`config.mk`:
```
export PLATFORM = sky130hd
export DESIGN_NAME = audio_path_top
export DESIGN_NICKNAME = d
export VERILOG_FILES = /design/src/rtl/audio_sample_pkg.sv /design/src/rtl/audio_ctrl_pkg.sv /design/src/rtl/sample_settle_filter.sv /design/src/rtl/audio_mixer.sv /design/src/rtl/dynamic_compressor.sv /design/src/rtl/audio_path_top.sv
export SDC_FILE = /design/constraint.sdc
export NUM_CORES = 1
export LEC_CHECK = 0
export BUFFER_PORTS_ARGS = -buffer_cell sky130_fd_sc_hd__buf_2
export CORE_MARGIN = 2
export CORE_UTILIZATION = 35
export CTS_BUF_LIST = sky130_fd_sc_hd__clkbuf_8
export CTS_CLUSTER_DIAMETER = 60
export DETAILED_ROUTE_END_ITERATION = 7
export PLACE_DENSITY = 0.64
export SYNTH_ARGS = -nofsm -noshare
export SYNTH_HDL_FRONTEND = slang
export SYNTH_SLANG_ARGS = --single-unit
```
`constraint.sdc`:
```
create_clock -name clk_sys -period 4.9 [get_ports clk_sys]
set_clock_uncertainty 0.05 [all_clocks]
set_input_delay 0.98 -clock clk_sys [delete_from_list [all_inputs] [get_ports clk_sys]]
set_output_delay 0.98 -clock clk_sys [all_outputs]
set_load 0.1 [all_outputs]
```
`src/rtl/audio_sample_pkg.sv`:
```
package audio_sample_pkg;

	////////////////////
	// Sample widths
	////////////////////

	// Width of one PCM sample as produced by the sound card and the synth
	parameter int sample_width = 16;

	////////////////////
	// Sample types
	////////////////////

	// One signed PCM sample
	typedef logic signed [sample_width-1:0] pcm_sample_t;

	// Mixer accumulator, one guard bit above a PCM sample
	typedef logic signed [sample_width:0] wide_sample_t;

	// Left and right channel of one sample period
	typedef struct packed {
		pcm_sample_t left;
		pcm_sample_t right;
	} stereo_sample_t;

endpackage

```
`src/rtl/audio_ctrl_pkg.sv`:
```
package audio_ctrl_pkg;

	////////////////////
	// Compressor mode
	////////////////////

	// Code 3 is unused and behaves like COMP_STRONG
	typedef enum logic [1:0] {
		COMP_OFF    = 2'd0,
		COMP_MILD   = 2'd1,
		COMP_STRONG = 2'd2
	} comp_mode_t;

	////////////////////
	// Mixer settings
	////////////////////

	// Speaker level as a left shift, 0 is quietest
	typedef logic [1:0] speaker_vol_t;

	// Static settings, changed only while no sample is in flight
	typedef struct packed {
		speaker_vol_t speaker_vol;
		logic         synth_mute;
		comp_mode_t   comp_mode;
	} mix_ctrl_t;

endpackage

```
`src/rtl/sample_settle_filter.sv`:
```
`timescale 1ns/1ps

module sample_settle_filter
	import audio_sample_pkg::*;
(
	input  logic           clk_sys,
	input  logic           reset,
	input  logic           sample_tick,
	input  stereo_sample_t sb_sample,
	output stereo_sample_t settled,
	output logic           settled_valid
);

	// Two most recent readings of the sound card output
	stereo_sample_t hist_new;
	stereo_sample_t hist_prev;

	// Last reading that was seen twice in a row
	stereo_sample_t held;

	////////////////////
	// History and hold
	////////////////////

	always_ff @(posedge clk_sys) begin
		if (reset) begin
			hist_new  <= '0;
			hist_prev <= '0;
			held      <= '0;
		end else if (sample_tick) begin
			hist_new  <= sb_sample;
			hist_prev <= hist_new;
			// Compare before the shift takes effect
			if (hist_new == hist_prev) begin
				held <= hist_prev;
			end
		end
	end

	////////////////////
	// Output strobe
	////////////////////

	always_ff @(posedge clk_sys) begin
		if (reset) begin
			settled_valid <= 1'b0;
		end else begin
			settled_valid <= sample_tick;
		end
	end

	// Held value is already updated when the strobe goes high
	assign settled = held;

endmodule

```
`src/rtl/audio_mixer.sv`:
```
`timescale 1ns/1ps

module audio_mixer
	import audio_sample_pkg::*;
	import audio_ctrl_pkg::*;
(
	input  logic           clk_sys,
	input  logic           reset,
	input  stereo_sample_t settled,
	input  logic           settled_valid,
	input  logic           speaker,
	input  stereo_sample_t synth_sample,
	input  mix_ctrl_t      ctrl,
	output stereo_sample_t mixed,
	output logic           mixed_valid
);

	// Speaker contribution, the same on both channels
	wide_sample_t spk_term;

	stereo_sample_t mix_next;

	// Sum of three terms, saturated back to a PCM sample
	function automatic pcm_sample_t mix_channel(
		input pcm_sample_t  sb,
		input pcm_sample_t  synth,
		input wide_sample_t spk,
		input logic         mute
	);
		wide_sample_t sum;
		wide_sample_t synth_term;
		pcm_sample_t  result;

		synth_term = mute ? wide_sample_t'(0) : wide_sample_t'(synth);
		sum = wide_sample_t'(sb) + spk + synth_term;
		// Top two bits differ means the sum left the 16-bit range
		if (sum[sample_width] != sum[sample_width-1]) begin
			result = sum[sample_width] ? 16'sh8000 : 16'sh7fff;
		end else begin
			result = sum[sample_width-1:0];
		end
		return result;
	endfunction

	////////////////////
	// Mix and clamp
	////////////////////

	always_comb begin
		// Volume 0 gives 2048, volume 3 gives 16384
		spk_term = speaker ? (wide_sample_t'(1) <<< (11 + ctrl.speaker_vol)) : '0;
		mix_next.left  = mix_channel(settled.left, synth_sample.left, spk_term,
			ctrl.synth_mute);
		mix_next.right = mix_channel(settled.right, synth_sample.right, spk_term,
			ctrl.synth_mute);
	end

	////////////////////
	// Output register
	////////////////////

	always_ff @(posedge clk_sys) begin
		if (settled_valid) begin
			mixed <= mix_next;
		end
	end

	always_ff @(posedge clk_sys) begin
		if (reset) begin
			mixed_valid <= 1'b0;
		end else begin
			mixed_valid <= settled_valid;
		end
	end

endmodule

```
`src/rtl/dynamic_compressor.sv`:
```
`timescale 1ns/1ps

module dynamic_compressor
	import audio_sample_pkg::*;
	import audio_ctrl_pkg::*;
#(
	parameter int slope_f_mild   = 4,
	parameter int gain_a_mild    = 2,
	parameter int slope_f_strong = 8,
	parameter int gain_a_strong  = 4
) (
	input  logic           clk_sys,
	input  logic           reset,
	input  stereo_sample_t mixed,
	input  logic           mixed_valid,
	input  comp_mode_t     comp_mode,
	output stereo_sample_t out_sample,
	output logic           out_valid
);

	////////////////////
	// Knee points
	////////////////////

	// Knee point and offset where the gain segment meets the slope segment
	localparam logic [15:0] knee_x_mild =
		16'((32767 * (slope_f_mild - 1)) / (slope_f_mild * gain_a_mild - 1) + 1);
	localparam logic [15:0] knee_b_mild = 16'(knee_x_mild * gain_a_mild);

	localparam logic [15:0] knee_x_strong =
		16'((32767 * (slope_f_strong - 1)) / (slope_f_strong * gain_a_strong - 1) + 1);
	localparam logic [15:0] knee_b_strong = 16'(knee_x_strong * gain_a_strong);

	stereo_sample_t comp_next;

	// Piecewise curve on a magnitude, gain below the knee and slope above it
	function automatic logic [15:0] curve(
		input logic [15:0] v,
		input logic [15:0] knee_x,
		input logic [15:0] knee_b,
		input int          slope_f,
		input int          gain_a
	);
		logic [15:0] result;

		if (v < knee_x) begin
			result = 16'(v * gain_a);
		end else begin
			result = 16'((v - knee_x) / slope_f + knee_b);
		end
		return result;
	endfunction

	function automatic pcm_sample_t compress(
		input pcm_sample_t s,
		input comp_mode_t  mode
	);
		logic [15:0] mag;
		logic [15:0] shaped;
		pcm_sample_t result;

		// -32768 maps onto itself, which the curve handles as 32768
		mag = s[sample_width-1] ? 16'(~s + 16'd1) : 16'(s);
		if (mode == COMP_MILD) begin
			shaped = curve(mag, knee_x_mild, knee_b_mild, slope_f_mild, gain_a_mild);
		end else begin
			shaped = curve(mag, knee_x_strong, knee_b_strong, slope_f_strong,
				gain_a_strong);
		end
		if (mode == COMP_OFF) begin
			result = s;
		end else if (s[sample_width-1]) begin
			result = pcm_sample_t'(16'(~shaped + 16'd1));
		end else begin
			result = pcm_sample_t'(shaped);
		end
		return result;
	endfunction

	always_comb begin
		comp_next.left  = compress(mixed.left, comp_mode);
		comp_next.right = compress(mixed.right, comp_mode);
	end

	////////////////////
	// Output register
	////////////////////

	always_ff @(posedge clk_sys) begin
		if (mixed_valid) begin
			out_sample <= comp_next;
		end
	end

	always_ff @(posedge clk_sys) begin
		if (reset) begin
			out_valid <= 1'b0;
		end else begin
			out_valid <= mixed_valid;
		end
	end

endmodule

```
`src/rtl/audio_path_top.sv`:
```
`timescale 1ns/1ps

module audio_path_top
	import audio_sample_pkg::*;
	import audio_ctrl_pkg::*;
#(
	// Slope and gain of the two compressor curves
	parameter int comp_f_mild   = 4,
	parameter int comp_a_mild   = 2,
	parameter int comp_f_strong = 8,
	parameter int comp_a_strong = 4
) (
	input  logic           clk_sys,
	input  logic           reset,
	input  logic           sample_tick,
	input  stereo_sample_t sb_sample,
	input  logic           speaker,
	input  stereo_sample_t synth_sample,
	input  mix_ctrl_t      ctrl,
	output stereo_sample_t out_sample,
	output logic           out_valid
);

	////////////////////
	// Stage wires
	////////////////////

	// Filter to mixer
	stereo_sample_t settled;
	logic           settled_valid;

	// Mixer to compressor
	stereo_sample_t mixed;
	logic           mixed_valid;

	////////////////////
	// Settling filter
	////////////////////

	sample_settle_filter u_settle (
		.clk_sys       (clk_sys),
		.reset         (reset),
		.sample_tick   (sample_tick),
		.sb_sample     (sb_sample),
		.settled       (settled),
		.settled_valid (settled_valid)
	);

	////////////////////
	// Mixer
	////////////////////

	audio_mixer u_mixer (
		.clk_sys       (clk_sys),
		.reset         (reset),
		.settled       (settled),
		.settled_valid (settled_valid),
		.speaker       (speaker),
		.synth_sample  (synth_sample),
		.ctrl          (ctrl),
		.mixed         (mixed),
		.mixed_valid   (mixed_valid)
	);

	////////////////////
	// Compressor
	////////////////////

	// Three register stages in total, out_valid trails sample_tick by 3
	dynamic_compressor #(
		.slope_f_mild   (comp_f_mild),
		.gain_a_mild    (comp_a_mild),
		.slope_f_strong (comp_f_strong),
		.gain_a_strong  (comp_a_strong)
	) u_comp (
		.clk_sys     (clk_sys),
		.reset       (reset),
		.mixed       (mixed),
		.mixed_valid (mixed_valid),
		.comp_mode   (ctrl.comp_mode),
		.out_sample  (out_sample),
		.out_valid   (out_valid)
	);

endmodule

```
==> impl_results.md <==
- CP Buf/Inv Count: 3
- Initial Util: 35.5%
- Fmax achieved: 0.210 GHz
- Final core utilization: around 43%
- Synth Area in Compound Gates: 23.5%
- CP Max Fanout: 6
- Total die area: 0.0432 mm2
- Post-Place Cells: 2430
- Worst-path clk slew: 0.10 ns
- Multiplexer share of the synthesized area: under 10%
- First-iteration detailed-routing DRC count: 1321
- Synthesis-stage register bit count: between 150 and 200
- Endpoint class of the critical path: register
- Fin Setup TNS: 0 ns
- Cell Area, Placed: 0.0166 mm2
- Critical path type: register to register
- Synth Area in XOR/XNOR: 7.98%
- CP startpoint kind: register
- DRC viols: 0
- Min-Delay Path Class: register to register
- Top delay family on crit path: simple AND/OR/NAND/NOR gates
- Clock tree buffer depth: 2
- Slew Limit Headroom: 29.6%
- Max incr delay on CP: about 0.57 ns
- Final nets: 2086
- Largest net degree at the start of global routing: 100
- Total GRT Usage: 20.1%
- Port Buf Inserts: 105
- Multi-input gate area: 0.0103 mm2
- Layout cells sized above 1: 22.3%
- Die height: 208 um
- IO Count: 106
- Main combinational cell family by area after synthesis: compound AO/OA/AOI/OAI gates
- Power Dens Cells: 245 mW/mm2
- Gr ovfl total: 0
- Sink Count: 163
- H-tree depth: 4
- Avg WL per Cell: between 15 and 20 um
- Finished layout cell area: 0.0174 mm2
- Fraction of the mapped netlist area in adder cells: between 7 and 8%
- Post-synth cell types: 111
- Syn-to-layout area delta: 19.6%
- Final Power: 0.00426 W
- Hold_buf cts: 0
- DIE WIDTH: 208 um
- Post-Route WL: 45100 um
- Commonest register cell after synthesis: dfxtp_1
- EDFF count, synth: 64
- First-pass GRT wire length: 71000 um
- CTS tree: yes
- Core footprint: 0.0409 mm2
- Vias: 13965
- Final Hold Fails: 0
- Post-Syn Area: 0.0145 mm2
- Root buffer cell: clkbuf_8
- Final ANT Viol Nets: 0
- Initial antenna violation count: 3
- CP Data Arrival Time: 4.92 ns
- Synth warn: 0
- Non-Filler Instances: roughly 2500
- Via/cell ratio: between 5 and 6
- CP cell instances: buf_4 -> or3_4 -> buf_4 -> or4_1 -> o211ai_1 -> o211ai_1 -> o21ai_2 -> nor3_1 -> a311oi_1 -> buf_4 -> ha_1 -> nand2_1 -> or4_4 -> or2_1 -> a211oi_2 -> o21ai_1
- CP max-delay cell: or4_4
- Status: finished, final reports clean
- TritonRoute pass-1 iters: 6
- Final period demand of the worst path: 4.75 ns
- Most frequent CP cell: buf_4
- Detailed Place HPWL: 35300 um
- MaxCap Viol Count: 0
- Synth Area in Simple Gates: 21.3%
- Seq/Total Area, Yosys: 26.8%
- Tightest Pin Transition: 1.06 ns
- Row count: 74
- Vias in the first global route: 13160
- CP required: 5.07 ns
- Slew Limit Fails: 0
- Total CTS buffers: 17
- Avg Inst Size Synth: 8.48 um2
- FF/Latch Area: 0.00390 mm2
- GP Congestion: 0.948
- Final setup fails: 0
- Async set or reset register ratio after synthesis: 0%
- Peak VDD IR: between 0.00015 and 0.0002 V
- Final period util: a little over nine tenths
- Filler cells: 4111
- Cells after Synth: roughly 1700
- Static Leak: ~7.3 nW
- Worst-Skew Late Latency: 0.48 ns
## layout by cell type (no fill, tap or decap), types with 39 or more instances in the layout
cell,instances
buf_4,193
a21oi_1,68
buf_2,103
nand2_1,99
dfxtp_1,99
nor2_1,209
mux2i_1,114
ha_1,57
nor3_1,42
o21ai_0,74
nor2b_1,50
inv_1,39
xnor2_1,93
edfxtp_1,64
## cells in the mapped netlist, types with 15 or more instances
cell type,n,area [um2]
nand2b_1,17,106
edfxtp_1,64,1920
xor2_1,34,298
nand4_1,21,131
or3_1,18,113
clkbuf_1,65,244
nor2b_1,51,319
o21a_1,22,165
a21o_1,15,113
nor3_1,46,230
a211oi_1,21,158
ha_1,60,751
dfxtp_1,99,1980
xnor2_1,94,823
o211ai_1,25,188
nand2_1,99,372
buf_2,20,100
nor4_1,18,113
fa_1,19,380
a31oi_1,27,169
inv_1,40,150
mux2i_1,114,1140
or2_2,22,138
o31ai_1,19,143
nor2_1,209,785
a21oi_1,70,350
nand3_1,32,160
o21ai_0,78,390
## path summary, 6_finish.rpt
check	start	end	slack, ns	cells after the start
worst min-delay path	u_settle.settled[21]	u_settle.settled[21]	0.47	2
worst min register to register	u_settle.settled[21]	u_settle.settled[21]	0.47	2
worst max-delay path	u_mixer.mixed[1]	u_comp.out_sample[10]	0.15	16
worst max register to register	u_mixer.mixed[1]	u_comp.out_sample[10]	0.15	16
## flip-flops by register name (all words and copies together) (netlist names)
| signal | flops |
|---|---|
| u_comp.out_sample | 32 |
| u_mixer.mixed_valid | 1 |
| u_settle.settled_valid | 1 |
| u_settle.settled | 32 |
| u_settle.hist_new | 32 |
| u_comp.out_valid | 1 |
| u_mixer.mixed | 32 |
| u_settle.hist_prev | 32 |
## cell families (layout without fill, tap and decap cells)
kind of cell,after synthesis,in the layout
XOR/XNOR,130,130
flip-flops,163,163
buffers and inverters,146,372
adder cells (fa/ha/maj),79,79
multiplexers,119,119
AO/OA/AOI/OAI,464,464
AND/OR/NAND/NOR,611,611
other,2,11
## repair_timing
item | in CTS | in global routing
cloned | 0 | 0
pin swaps | 2 | 13
setup endpoints to repair | 2 | 15
gates resized for setup | 1 | 47
buffers inserted | 1 | 16
## through the flow
| stage | setup slack [ns] | hold slack [ns] |
|---|---|---|
| after CTS | 0.00911 | 0.479 |
| after global placement | 0.0247 | 0.435 |
| after floorplan | 0.0109 | 0.421 |
| after detailed placement | -0.0615 | 0.451 |
| final | 0.147 | 0.474 |
| after global routing | -0.0469 | 0.511 |
## metal layers
layer / vias to the layer above / global-route usage, % / wire length [um]
met5: - / 0 / 0
met1: 6633 / 28.4 / 21100
met3: 40 / 4.43 / 3180
met4: 0 / 4.48 / 614
li1: 6806 / - / -
met2: 486 / 31.4 / 20200
## layout make-up
type / count / area share (%)
Sequential cell: 163 / 22.4
Inverter: 43 / 0.928
Antenna cell: 2 / 0.0288
Multi-Input combinational cell: 1412 / 59.2
Timing Repair Buffer: 297 / 11.3
Clock inverter: 15 / 0.964
Clock buffer: 17 / 1.34
Tap cell: 532 / 3.83
## where the power goes
group / leakage (nW) / total, W / internal [W] / switching [W]
sequential: 1.40 / 0.00155 / 0.00149 / 0.0000544
combinational: 5.70 / 0.00169 / 0.000688 / 0.00100
clock: 0.206 / 0.00102 / 0.000426 / 0.000592
total: 7.31 / 0.00426 / 0.00261 / 0.00165
## worst register-to-register path, delay by kind of cell (launching register included)
kind / cells / cell delay [ns]
simple gates: 6 / 1.98
compound gates: 6 / 1.29
buf+inv: 3 / 0.54
flops: 1 / 0.48
fa+ha+maj: 1 / 0.17
No activity file was read; power rests on OpenSTA's default activity.
